### src/common/ppu_pkg.sv
`default_nettype none

package ppu_pkg;

    typedef logic [8:0] dot_t;        // column within a line
    typedef logic [8:0] line_t;       // scanline number
    typedef logic [3:0] color_idx_t;  // {palette select, pixel value}
    typedef logic [4:0] pal_addr_t;   // bit 4 set selects sprite palettes
    typedef logic [5:0] nes_color_t;  // system colour number
    typedef logic [2:0] reg_sel_t;

    // vertical phase of the frame
    typedef enum logic [1:0] {
        PRE_SL,
        VIS_SL,
        POST_SL,
        VBLANK_SL
    } vs_state_t;

    // register numbers on the cpu port
    localparam reg_sel_t REG_CTRL     = 3'd0;
    localparam reg_sel_t REG_MASK     = 3'd1;
    localparam reg_sel_t REG_STATUS   = 3'd2;
    localparam reg_sel_t REG_PAL_ADDR = 3'd3;
    localparam reg_sel_t REG_PAL_DATA = 3'd4;

    localparam int CTRL_NMI_EN = 7;

    // mask register bits
    localparam int MASK_GREY    = 0;
    localparam int MASK_BG_LEFT = 1;  // show bg in leftmost 8 columns
    localparam int MASK_SP_LEFT = 2;  // show sprites in leftmost 8 columns
    localparam int MASK_BG_EN   = 3;
    localparam int MASK_SP_EN   = 4;

    // status register bits
    localparam int STAT_SP0    = 6;
    localparam int STAT_VBLANK = 7;

    // greyscale keeps only the luma bits
    localparam nes_color_t GREY_MASK = 6'h30;

endpackage

`default_nettype wire

### src/design/ppu_top.sv
`default_nettype none
`timescale 1ns/100ps

module ppu_top #(
    parameter int DOTS_PER_LINE   = 341,
    parameter int LINES_PER_FRAME = 262,
    parameter int VISIBLE_LINES   = 240,
    parameter int SCREEN_WIDTH    = 256
) (
    input  logic                 clk,
    input  logic                 rst_n,
    input  logic                 dot_en,      // one strobe per dot
    input  ppu_pkg::color_idx_t  bg_idx,
    input  ppu_pkg::color_idx_t  sp_idx,
    input  logic                 sp_prio,     // 1 puts sprite behind bg
    input  logic                 sp_zero,
    input  logic                 reg_en,
    input  logic                 reg_rw,      // 1 write, 0 read
    input  ppu_pkg::reg_sel_t    reg_sel,
    input  logic [7:0]           reg_data_in,
    output logic [7:0]           reg_data_out,
    output logic                 nmi_n,
    output logic                 pixel_valid,
    output ppu_pkg::nes_color_t  pixel,
    output ppu_pkg::dot_t        pixel_x
);
    import ppu_pkg::*;

    dot_t       col;
    logic       render_dot;
    logic       vblank_set, flags_clr, sp0_set;
    logic       nmi_en;
    logic [4:0] mask;

    // palette write and pixel lookup ports
    logic       pal_wr;
    pal_addr_t  pal_wr_addr, pix_addr;
    nes_color_t pal_wr_data, pix_color;

    frame_timing #(
        .DOTS_PER_LINE  (DOTS_PER_LINE),
        .LINES_PER_FRAME(LINES_PER_FRAME),
        .VISIBLE_LINES  (VISIBLE_LINES),
        .SCREEN_WIDTH   (SCREEN_WIDTH)
    ) timing_i (
        .clk, .rst_n, .dot_en, .nmi_en,
        .col, .render_dot, .vblank_set, .flags_clr, .nmi_n
    );

    ppu_regs regs_i (
        .clk, .rst_n, .reg_en, .reg_rw, .reg_sel, .reg_data_in,
        .vblank_set, .flags_clr, .sp0_set,
        .reg_data_out, .nmi_en, .mask,
        .pal_wr, .pal_wr_addr, .pal_wr_data
    );

    pal_ram pal_i (
        .clk, .rst_n,
        .wr     (pal_wr),
        .wr_addr(pal_wr_addr),
        .wr_data(pal_wr_data),
        .rd_addr(pix_addr),
        .rd_data(pix_color)
    );

    pixel_mux #(
        .SCREEN_WIDTH(SCREEN_WIDTH)
    ) mux_i (
        .clk, .rst_n, .render_dot, .col, .mask,
        .bg_idx, .sp_idx, .sp_prio, .sp_zero,
        .pix_addr, .pix_color,
        .sp0_set, .pixel_valid, .pixel, .pixel_x
    );

endmodule

`default_nettype wire

### src/palette/pal_ram.sv
`default_nettype none
`timescale 1ns/100ps

module pal_ram (
    input  logic                 clk,
    input  logic                 rst_n,
    input  logic                 wr,
    input  ppu_pkg::pal_addr_t   wr_addr,
    input  ppu_pkg::nes_color_t  wr_data,
    input  ppu_pkg::pal_addr_t   rd_addr,
    output ppu_pkg::nes_color_t  rd_data
);
    import ppu_pkg::*;

    nes_color_t mem [32];

    // sprite backdrop slots alias the background ones
    function automatic pal_addr_t fold(input pal_addr_t a);
        pal_addr_t f;
        f = a;
        if (a[1:0] == 2'b00) f[4] = 1'b0;
        return f;
    endfunction

    always_ff @(posedge clk or negedge rst_n) begin
        if (!rst_n) begin
            for (int i = 0; i < 32; i++) mem[i] <= '0;
        end else if (wr) begin
            mem[fold(wr_addr)] <= wr_data;
        end
    end

    assign rd_data = mem[fold(rd_addr)];  // async read

endmodule

`default_nettype wire

### src/pixel/pixel_mux.sv
`default_nettype none
`timescale 1ns/100ps

module pixel_mux #(
    parameter int SCREEN_WIDTH = 256
) (
    input  logic                 clk,
    input  logic                 rst_n,
    input  logic                 render_dot,
    input  ppu_pkg::dot_t        col,
    input  logic [4:0]           mask,
    input  ppu_pkg::color_idx_t  bg_idx,
    input  ppu_pkg::color_idx_t  sp_idx,
    input  logic                 sp_prio,
    input  logic                 sp_zero,
    output ppu_pkg::pal_addr_t   pix_addr,
    input  ppu_pkg::nes_color_t  pix_color,
    output logic                 sp0_set,
    output logic                 pixel_valid,
    output ppu_pkg::nes_color_t  pixel,
    output ppu_pkg::dot_t        pixel_x
);
    import ppu_pkg::*;

    logic       left_col;
    logic       bg_show, sp_show;
    logic       bg_opaque, sp_opaque;
    color_idx_t bg_m, sp_m;
    nes_color_t color_out;

    assign left_col = col < 9'd8;

    // enables and left-edge clip
    assign bg_show = mask[MASK_BG_EN] && (!left_col || mask[MASK_BG_LEFT]);
    assign sp_show = mask[MASK_SP_EN] && (!left_col || mask[MASK_SP_LEFT]);
    assign bg_m    = bg_show ? bg_idx : '0;
    assign sp_m    = sp_show ? sp_idx : '0;

    assign bg_opaque = bg_m[1:0] != 2'b00;
    assign sp_opaque = sp_m[1:0] != 2'b00;

    // sprite wins unless transparent or behind an opaque bg
    always_comb begin
        if (sp_opaque && (!bg_opaque || !sp_prio)) pix_addr = {1'b1, sp_m};
        else pix_addr = {1'b0, bg_m};
    end

    // no hit on the last column
    assign sp0_set = render_dot && sp_zero && bg_opaque && sp_opaque &&
                     col < dot_t'(SCREEN_WIDTH - 1);

    assign color_out = mask[MASK_GREY] ? (pix_color & GREY_MASK) : pix_color;

    always_ff @(posedge clk or negedge rst_n) begin
        if (!rst_n) pixel_valid <= 1'b0;
        else pixel_valid <= render_dot;
    end

    always_ff @(posedge clk) begin
        if (render_dot) begin
            pixel   <= color_out;
            pixel_x <= col;
        end
    end

    // render_dot comes from the frame counters
    a_pix_x: assert property (@(posedge clk) disable iff (!rst_n)
        pixel_valid |-> pixel_x < dot_t'(SCREEN_WIDTH));

endmodule

`default_nettype wire

### src/regs/ppu_regs.sv
`default_nettype none
`timescale 1ns/100ps

module ppu_regs (
    input  logic                 clk,
    input  logic                 rst_n,
    input  logic                 reg_en,
    input  logic                 reg_rw,
    input  ppu_pkg::reg_sel_t    reg_sel,
    input  logic [7:0]           reg_data_in,
    input  logic                 vblank_set,
    input  logic                 flags_clr,
    input  logic                 sp0_set,
    output logic [7:0]           reg_data_out,
    output logic                 nmi_en,
    output logic [4:0]           mask,
    output logic                 pal_wr,
    output ppu_pkg::pal_addr_t   pal_wr_addr,
    output ppu_pkg::nes_color_t  pal_wr_data
);
    import ppu_pkg::*;

    logic       wr_en, status_rd;
    logic       vblank, sp0_hit;
    logic [7:0] status;
    pal_addr_t  pal_addr;

    assign wr_en     = reg_en && reg_rw;
    assign status_rd = reg_en && !reg_rw && reg_sel == REG_STATUS;

    // ctrl, mask and the palette pointer
    always_ff @(posedge clk or negedge rst_n) begin
        if (!rst_n) begin
            nmi_en   <= 1'b0;
            mask     <= '0;
            pal_addr <= '0;
        end else if (wr_en) begin
            case (reg_sel)
                REG_CTRL:     nmi_en   <= reg_data_in[CTRL_NMI_EN];
                REG_MASK:     mask     <= reg_data_in[4:0];
                REG_PAL_ADDR: pal_addr <= reg_data_in[4:0];
                REG_PAL_DATA: pal_addr <= pal_addr + 1'b1;  // wraps at 32
                default:      ;
            endcase
        end
    end

    // palette ram folds the backdrop mirrors itself
    assign pal_wr      = wr_en && reg_sel == REG_PAL_DATA;
    assign pal_wr_addr = pal_addr;
    assign pal_wr_data = reg_data_in[5:0];

    // frame clear beats set, set beats a status read
    always_ff @(posedge clk or negedge rst_n) begin
        if (!rst_n) begin
            vblank  <= 1'b0;
            sp0_hit <= 1'b0;
        end else begin
            if (flags_clr) vblank <= 1'b0;
            else if (vblank_set) vblank <= 1'b1;
            else if (status_rd) vblank <= 1'b0;

            if (flags_clr) sp0_hit <= 1'b0;
            else if (sp0_set) sp0_hit <= 1'b1;
        end
    end

    always_comb begin
        status = '0;
        status[STAT_VBLANK] = vblank;
        status[STAT_SP0]    = sp0_hit;
    end

    // read data held until the next status read
    always_ff @(posedge clk or negedge rst_n) begin
        if (!rst_n) reg_data_out <= '0;
        else if (status_rd) reg_data_out <= status;
    end

    a_sel_range: assert property (@(posedge clk) disable iff (!rst_n)
        reg_en |-> reg_sel <= REG_PAL_DATA);

endmodule

`default_nettype wire

### src/timing/frame_timing.sv
`default_nettype none
`timescale 1ns/100ps

module frame_timing #(
    parameter int DOTS_PER_LINE   = 341,
    parameter int LINES_PER_FRAME = 262,
    parameter int VISIBLE_LINES   = 240,
    parameter int SCREEN_WIDTH    = 256
) (
    input  logic           clk,
    input  logic           rst_n,
    input  logic           dot_en,
    input  logic           nmi_en,
    output ppu_pkg::dot_t  col,
    output logic           render_dot,
    output logic           vblank_set,
    output logic           flags_clr,
    output logic           nmi_n
);
    import ppu_pkg::*;

    localparam dot_t  LAST_DOT  = dot_t'(DOTS_PER_LINE - 1);
    localparam line_t LAST_LINE = line_t'(LINES_PER_FRAME - 1);
    localparam line_t VIS_LAST  = line_t'(VISIBLE_LINES);
    localparam line_t POST_LINE = line_t'(VISIBLE_LINES + 1);

    line_t     row;
    vs_state_t state, state_nxt;
    logic      last_dot;

    assign last_dot = (col == LAST_DOT);

    always_ff @(posedge clk or negedge rst_n) begin
        if (!rst_n) begin
            col <= '0;
            row <= '0;
        end else if (dot_en) begin
            if (last_dot) begin
                col <= '0;
                row <= (row == LAST_LINE) ? '0 : row + 1'b1;
            end else begin
                col <= col + 1'b1;
            end
        end
    end

    // phase changes on the last dot of each boundary line
    always_comb begin
        state_nxt = state;
        case (state)
            PRE_SL:    if (last_dot && row == '0) state_nxt = VIS_SL;
            VIS_SL:    if (last_dot && row == VIS_LAST) state_nxt = POST_SL;
            POST_SL:   if (last_dot && row == POST_LINE) state_nxt = VBLANK_SL;
            VBLANK_SL: if (last_dot && row == LAST_LINE) state_nxt = PRE_SL;
            default:   state_nxt = PRE_SL;
        endcase
    end

    always_ff @(posedge clk or negedge rst_n) begin
        if (!rst_n) state <= PRE_SL;
        else if (dot_en) state <= state_nxt;
    end

    assign render_dot = dot_en && state == VIS_SL && col < dot_t'(SCREEN_WIDTH);
    assign vblank_set = dot_en && state == POST_SL && col == '0;  // first dot of post-render
    assign flags_clr  = dot_en && state == PRE_SL && col == '0;

    // short active-low pulse at the start of post-render
    assign nmi_n = !(nmi_en && state == POST_SL && col < 9'd3);

    a_col_range: assert property (@(posedge clk) disable iff (!rst_n)
        col < dot_t'(DOTS_PER_LINE));

    // phase register must track the row counter
    a_vis_rows: assert property (@(posedge clk) disable iff (!rst_n)
        (state == VIS_SL) == (row >= 9'd1 && row <= VIS_LAST));

endmodule

`default_nettype wire
### config.mk
export PLATFORM = sky130hd
export DESIGN_NAME = ppu_top
export DESIGN_NICKNAME = d
export VERILOG_FILES = /design/src/common/ppu_pkg.sv /design/src/design/ppu_top.sv /design/src/palette/pal_ram.sv /design/src/pixel/pixel_mux.sv /design/src/regs/ppu_regs.sv /design/src/timing/frame_timing.sv
export SDC_FILE = /design/constraint.sdc
export NUM_CORES = 1
export LEC_CHECK = 0
export BUFFER_PORTS_ARGS = -buffer_cell sky130_fd_sc_hd__buf_4
export CORE_ASPECT_RATIO = 0.6
export CORE_MARGIN = 2
export CORE_UTILIZATION = 60
export DETAILED_ROUTE_END_ITERATION = 12
export GPL_ROUTABILITY_DRIVEN = 0
export HOLD_SLACK_MARGIN = 0.1
export PLACE_DENSITY = 0.78
export SYNTH_ARGS = -nofsm -noshare
export SYNTH_HDL_FRONTEND = slang
export SYNTH_SLANG_ARGS = --single-unit
### constraint.sdc
create_clock -name clk -period 5.4 [get_ports clk]
set_input_delay 0.54 -clock clk [delete_from_list [all_inputs] [get_ports clk]]
set_output_delay 0.54 -clock clk [all_outputs]
set_load 0.005 [all_outputs]
# Yosys cells after proc, flatten, opt, wreduce, memory -nomap -nowiden
# Index checks and enable logic that the tools add are counted.
word_totals:
  input_bits: 26
  out_inout_bits: 25
  reg_bits: 243
  word_cells: 145
op_classes:
  bitwise: 2
  n_lt_le_gt_ge: 7
  muxes: 25
  n_eq_ne: 15
  addsub: 3
  n_reduce_logical: 48
ops:
  columns: ["operator", "count"]
  rows:
  - ["$bwmux 192", 1]
  - ["$bmux 6 s5", 1]
  - ["$demux 6 s5", 1]
  - ["$logic_and 1x1->1", 24]
  - ["$add 9x1->9 const B", 2]
  - ["$eq 9x8->1 const B", 2]
  - ["$eq 9x9->1 const B", 2]
  - ["$logic_not 9->1", 2]
  - ["$mux 6", 3]
  - ["$mux 9", 2]
  - ["$ge 6x6->1 const B", 2]
  - ["$not 5->6", 2]
  - ["$pmux 5 s2", 1]
  - ["$lt 9x2->1 const B", 1]
  - ["$lt 9x4->1 const B", 1]
  - ["$lt 9x8->1 const B", 1]
  - ["$lt 9x9->1 const B", 1]
  - ["$mux 1", 8]
  - ["$mux 2", 4]
  - ["$mux 4", 2]
  - ["$ne 2x1->1 const B", 4]
  - ["$pmux 2 s4", 1]
  - ["$reduce_and 2->1", 4]
  - ["$reduce_bool 2->1", 4]
  - ["14 further kinds", 24]

# Longest topological paths before layout
depth:
  ltp_word: 16
  ltp_mapped: 11
  ltp_nobuf: 10

# Modules after synthesis
# From an unflattened synthesis, not the netlist that was laid out.
unflattened:
  hier_cells: 816
  hier_area_um2: 10588.9
modules_own_cells:
  columns: ["mod", "seq_area_each_um2", "cells_each", "instances", "area_per_inst_um2"]
  rows:
  - ["pal_ram", 4204.0, 562, 1, 7863.8]
  - ["frame_timing", 500.5, 130, 1, 1219.9]
  - ["ppu_regs", 375.4, 77, 1, 814.5]
  - ["pixel_mux", 475.5, 47, 1, 690.7]

# Worst setup path before layout
# Ideal clock, no wire load.
synth_path:
  kind: "register to register"
  startpoint: "register timing_i.col[8]"
  endpoint: "register mux_i.pixel[4], data pin"
  period_less_slack_ps: 2974
  path_stages_with_launch: 10
  arrival_time_ps: 2719
  path_buffers: 1
  setup_ps: 255
  t_required_ps: 5145
  setup_slack_ps: 2426
  cell_sequence: "dfrtp_1 > or4_4 > nor2_4 > buf_6 > o311ai_4 > nand2_4 > mux2_4 > a211o_1 > or4_1 > and3_1"
synth_via:
  elab_chain_len: 16
  word_cells_on_any_way: 20
  classes_between: "order compare: 1; mux: 7; bitwise: 1; reduce/logical: 11"
synth_lines:
  columns: ["element", "line_no", "rtl"]
  rows:
  - ["start, declared", "frame_timing.sv:14", "output ppu_pkg::dot_t col,"]
  - ["start signal, assigned", "frame_timing.sv:42", "col <= col + 1'b1;"]
  - ["$lt 9x4->1 *", "pixel_mux.sv:31", "assign left_col = col < 9'd8;"]
  - ["$logic_not 1->1 *", "pixel_mux.sv:34, pixel_mux.sv:35", null]
  - ["$logic_or 1x1->1", "pixel_mux.sv:34", "assign bg_show = mask[MASK_BG_EN] && (!left_col || mask[MASK_BG_LEFT]);"]
  - ["$logic_and 1x1->1", "pixel_mux.sv:34", null]
  - ["$mux 4", "pixel_mux.sv:36", "assign bg_m = bg_show ? bg_idx : '0;"]
  - ["$reduce_bool 2->1", "pixel_mux.sv:39", "assign bg_opaque = bg_m[1:0] != 2'b00;"]
  - ["$logic_not 1->1", "pixel_mux.sv:44", "if (sp_opaque && (!bg_opaque || !sp_prio)) pix_addr = {1'b1, sp_m};"]
  - ["$logic_or 1x1->1", "pixel_mux.sv:44", null]
  - ["$logic_and 1x1->1", "pixel_mux.sv:44", null]
  - ["$mux 5 *", "pixel_mux.sv:44", null]
  - ["$logic_not 2->1", "pal_ram.sv:21", "if (a[1:0] == 2'b00) f[4] = 1'b0;"]
  - ["$mux 1", "pal_ram.sv:21", null]
  - ["$not 5->6 (implied by the code) *", "pal_ram.sv:33", "assign rd_data = mem[fold(rd_addr)];"]
  - ["$bmux 6 s5 *", "pal_ram.sv:33", null]
  - ["$mux 6 (implied by the code) * (2 in a row)", "pal_ram.sv:33", null]
  - ["via mux_i.color_out[4]", "pixel_mux.sv:29", "nes_color_t color_out;"]
  - ["end signal, assigned", "pixel_mux.sv:61", "pixel <= color_out;"]
  - ["end, declared", "pixel_mux.sv:20", "output ppu_pkg::nes_color_t pixel,"]
# Mark *: on every way through the listed nets, which the timed path passes. The rest lies on a longest branch. The select of a mux whose other input is x is not followed.
# A chain may end at the register's enable or synchronous reset.

# Worst setup path after layout
layout_path:
  startpoint: "register timing_i.col[6]"
  endpoint: "register mux_i.pixel[2], data pin"
layout_via:
  elab_chain_len: 16
  word_cells_on_any_way: 20
  classes_between: "order compare: 1; mux: 7; bitwise: 1; reduce/logical: 11"
layout_lines:
  columns: ["element", "line_no"]
  rows:
  - ["$lt 9x4->1 *", "pixel_mux.sv:31"]
  - ["$logic_not 1->1 *", "pixel_mux.sv:34, pixel_mux.sv:35"]
  - ["$logic_or 1x1->1", "pixel_mux.sv:34"]
  - ["$logic_and 1x1->1", "pixel_mux.sv:34"]
  - ["$mux 4", "pixel_mux.sv:36"]
  - ["$reduce_bool 2->1", "pixel_mux.sv:39"]
  - ["$logic_not 1->1", "pixel_mux.sv:44"]
  - ["$logic_or 1x1->1", "pixel_mux.sv:44"]
  - ["$logic_and 1x1->1", "pixel_mux.sv:44"]
  - ["$mux 5 *", "pixel_mux.sv:44"]
  - ["$logic_not 2->1", "pal_ram.sv:21"]
  - ["$mux 1", "pal_ram.sv:21"]
  - ["$not 5->6 (implied by the code) *", "pal_ram.sv:33"]
  - ["$bmux 6 s5 *", "pal_ram.sv:33"]
  - ["$mux 6 (implied by the code) * (2 in a row)", "pal_ram.sv:33"]
# Every way passes the cells marked *; elsewhere a longest branch is shown, timed or not. The select of a mux whose other input is x is not followed.

==> results.py <==
metrics = {
    "logic_synthesis": {
        "synth_ff_type": "dfrtp_1",
        "synth_area_leaders": "dfrtp_1 (49%), mux2_2 (19%), nand2_1 (4.8%)",
        "syn_inst": 1015,
        "netlist_area_mm2": 0.01157,
        "seq_area_frac_synth": 0.5320,
        "ys_warn_count": 0,
        "yosysTopAreaCellShare": 0.4931,
        "synth_seq_cells": 243,
        "synth_edf_count": 15,
        "yosysUniqueCellTypes": 64,
        "avgSynthCellArea_um2": 11.40,
        "ys_async_sr_fraction": 0.9383,
        "yosysTopAreaCell": "dfrtp_1",
    },
    "global_route": {
        "grt-ovfl-total": 0,
        "grt_pass1_vias": 7810,
        "gr-usage-all-layers": 0.2753,
        "grt_first_pass_wirelength_um": 43570,
        "antenna_found_initial": 0,
        "grt_max_degree": 133,
    },
    "worst_setup_path": {
        "crit_path_cell_trace": "nor4_2 > a21oi_2 > o311ai_4 > and2_2 > buf_4 > mux2i_1 > o21ai_0 > a211oi_1 > a221oi_1",
        "r2r_end": "mux_i.pixel[2]",
        "cp_slowest_stage_delay_ps": 760,
        "start_kind": "flop",
        "path_class": "reg2reg",
        "crit_arrival_ps": 4250,
        "cp-end-kind": "flop",
        "reg2reg_slack_ps": 1360,
        "critPathMaxFanout": 26,
        "reg2regPathDepth": 9,
        "regToRegStartpoint": "timing_i.col[6]",
        "critPathSlowestCell": "o311ai_4",
        "worstPathRequired_ps": 5610,
    },
    "route": {
        "drc": 0,
        "antenna_left": 0,
        "vias": 7956,
        "totalWireLength_um": 27640,
        "wl_per_cell_um": 21.68,
        "drt-initial-drc-count": 802,
        "dr.pass1.iters": 6,
        "viasPerCell": 6.240,
    },
    "timing": {
        "period_needed_ps": 4035,
        "period_share": 0.7473,
        "rsz0062_at_grt": "false",
        "hold_viol": 0,
        "slew_violations": 0,
        "whs_ps": 247.6,
        "finalClockSkew_ps": 22.49,
        "max_freq_mhz": 247.8,
        "worstMarginPinSlew_ps": 880.4,
        "finalSetupTns_ps": 0,
        "max_slew_margin": 0.4076,
        "setup_viol": 0,
    },
    "placement": {
        "portBuffers": 43,
        "hpwl_um": 18070,
    },
    "cells_and_area": {
        "syn_to_final_growth_pct": 9.721,
        "finalNetCount": 1052,
        "num_antenna_cells": 0,
        "final_cell_mix": "dfrtp_1 (228), mux2_2 (192), nand2_1 (149)",
        "final_common_cell": "dfrtp_1",
        "drive_above_1_share": 0.2867,
        "nFillCells": 1408,
    },
    "floorplan": {
        "io_pins": 51,
        "die_area_mm2": 0.02045,
        "start_util": 0.6096,
        "fp.coreArea_mm2": 0.01898,
        "row_count": 39,
        "die_h_um": 111.6,
        "fp.dieW_um": 183.3,
    },
    "pwr": {
        "irDropWorstVdd_mv": 0.2938,
        "power.density_mw_per_mm2": 377.2,
        "leakagePower_uw": 0.005996,
    },
    "status": {
        "status": "finished clean",
    },
    "cts": {
        "clock-sinks": 243,
        "numCtsBuffers": 23,
        "insertion_delay_ps": 530,
        "cts.clk_slew.worst_paths_ps": 60,
        "cts_setup_buffers": 0,
        "cts-root-buf": "clkbuf_16",
        "clk_path_buf_depth": 3,
        "cts_htree_levels": 1,
        "tritoncts": "done",
    },
    "min_path": {
        "hp-start": "reg_data_in[7]",
        "whs_path_depth": 2,
        "min_path_type": "in2reg",
        "min_to": "regs_i.nmi_en",
    },
    "flow_run": {
        "max-cap-violations": 0,
    },
}
-- what timing repair did --
action | in CTS | in global routing
hold buffers | 1 | 0
hold endpoints to repair | 85 | 0
gates resized for setup | 0 | 0
setup endpoints to repair | 0 | 0
-- how the worst max path moves through the flow --
stage               startpoint             end  slack (ps)
2_1_floorplan  timing_i.col[8]  mux_i.pixel[4]        2430
3_3_place_gp   timing_i.col[6]  mux_i.pixel[4]        1480
4_1_cts        timing_i.col[6]  mux_i.pixel[4]        1410
5_1_grt        timing_i.col[6]  mux_i.pixel[2]        1170
3_5_place_dp   timing_i.col[6]  mux_i.pixel[4]        1440
6_report       timing_i.col[6]  mux_i.pixel[2]        1360
-- power by group --
group	internal [uW]	switching (uW)
combinational	359	689
sequential	1970	127
clock	933	708
-- cell families (layout without fill, tap and decap cells) --
family	Yosys count	in the layout	share of synthesized area
compound gates	137	137	0.08521
fa+ha+maj	14	14	0.01514
other cells	1	6	0.0003241
flops	243	243	0.5320
buf+inv	94	103	0.03460
mux	210	210	0.2030
xor+xnor	9	9	0.006812
simple gates	307	307	0.1229
-- final cells by class --
class | instances | area (um^2) | share of cell area
Clock buffer | 29 | 598.1 | 0.04711
Clock inverter | 13 | 147.6 | 0.01163
Sequential cell | 243 | 6156 | 0.4849
Inverter | 9 | 33.78 | 0.002661
Multi-Input combinational cell | 683 | 5040 | 0.3970
Tap cell | 246 | 307.8 | 0.02424
Timing Repair Buffer | 52 | 412.9 | 0.03252
-- metal layers --
| metal | share of wire | track usage |
|---|---|---|
| met5 | 0 | 0 |
| met4 | 0.020 | 0.06133 |
| met3 | 0.088 | 0.07131 |
| met2 | 0.42 | 0.3841 |
| met1 | 0.47 | 0.4326 |
-- cell usage after synthesis (4+ instances only) --
master and instances:
dfrtp_1 228, mux2_2 192, nand2_1 149, clkbuf_1 62, nor2_1 41, nand3_1 38, o21ai_0 26, a211oi_1 23
and3_1 20, a21oi_1 17, mux2i_1 16, edfxtp_1 15, o22ai_1 15, a31oi_1 14, ha_1 14, nor3_1 13
a311oi_1 12, buf_2 11, inv_1 9, nand4_1 8, buf_4 7, and2_1 6, nor2b_1 5, or3_1 5
xnor2_1 5, a221oi_1 4, a32oi_1 4, buf_1 4, xor2_1 4
-- critical path: cells and delay by family (launching register included) --
kind                   cells  cell delay [ps]
buffers and inverters      1              350
AO/OA/AOI/OAI              5             1960
flip-flops                 1              480
multiplexers               1              220
AND/OR/NAND/NOR            2              680
-- per-stage QoR --
stage | utilization | setup slack, ps | area [um^2] | instances | power [uW]
2_1_floorplan | - | 2426 | 11590 | 1020 | 2822
6_report | 0.6688 | 1365 | 12700 | 1275 | 4789
5_1_grt | 0.6688 | 1169 | 12700 | 1275 | 4985
3_5_place_dp | 0.6290 | 1440 | 11940 | 1232 | 3151
4_1_cts | 0.6688 | 1413 | 12700 | 1275 | 4785
3_3_place_gp | 0.6290 | 1480 | 11940 | 1232 | 3126
-- flip-flops by register name, indices dropped and copies added (netlist names) --
signal / count
regs_i.sp0_hit: 1
regs_i.pal_wr_addr: 5
regs_i.nmi_en: 1
mux_i.pixel_x: 9
regs_i.reg_data_out: 2
regs_i.vblank: 1
timing_i.row: 9
pal_i.mem: 192
regs_i.mask: 5
timing_i.state: 2
mux_i.pixel: 6
mux_i.pixel_valid: 1
timing_i.col: 9
Note: power is estimated with default switching activity, not from simulation.
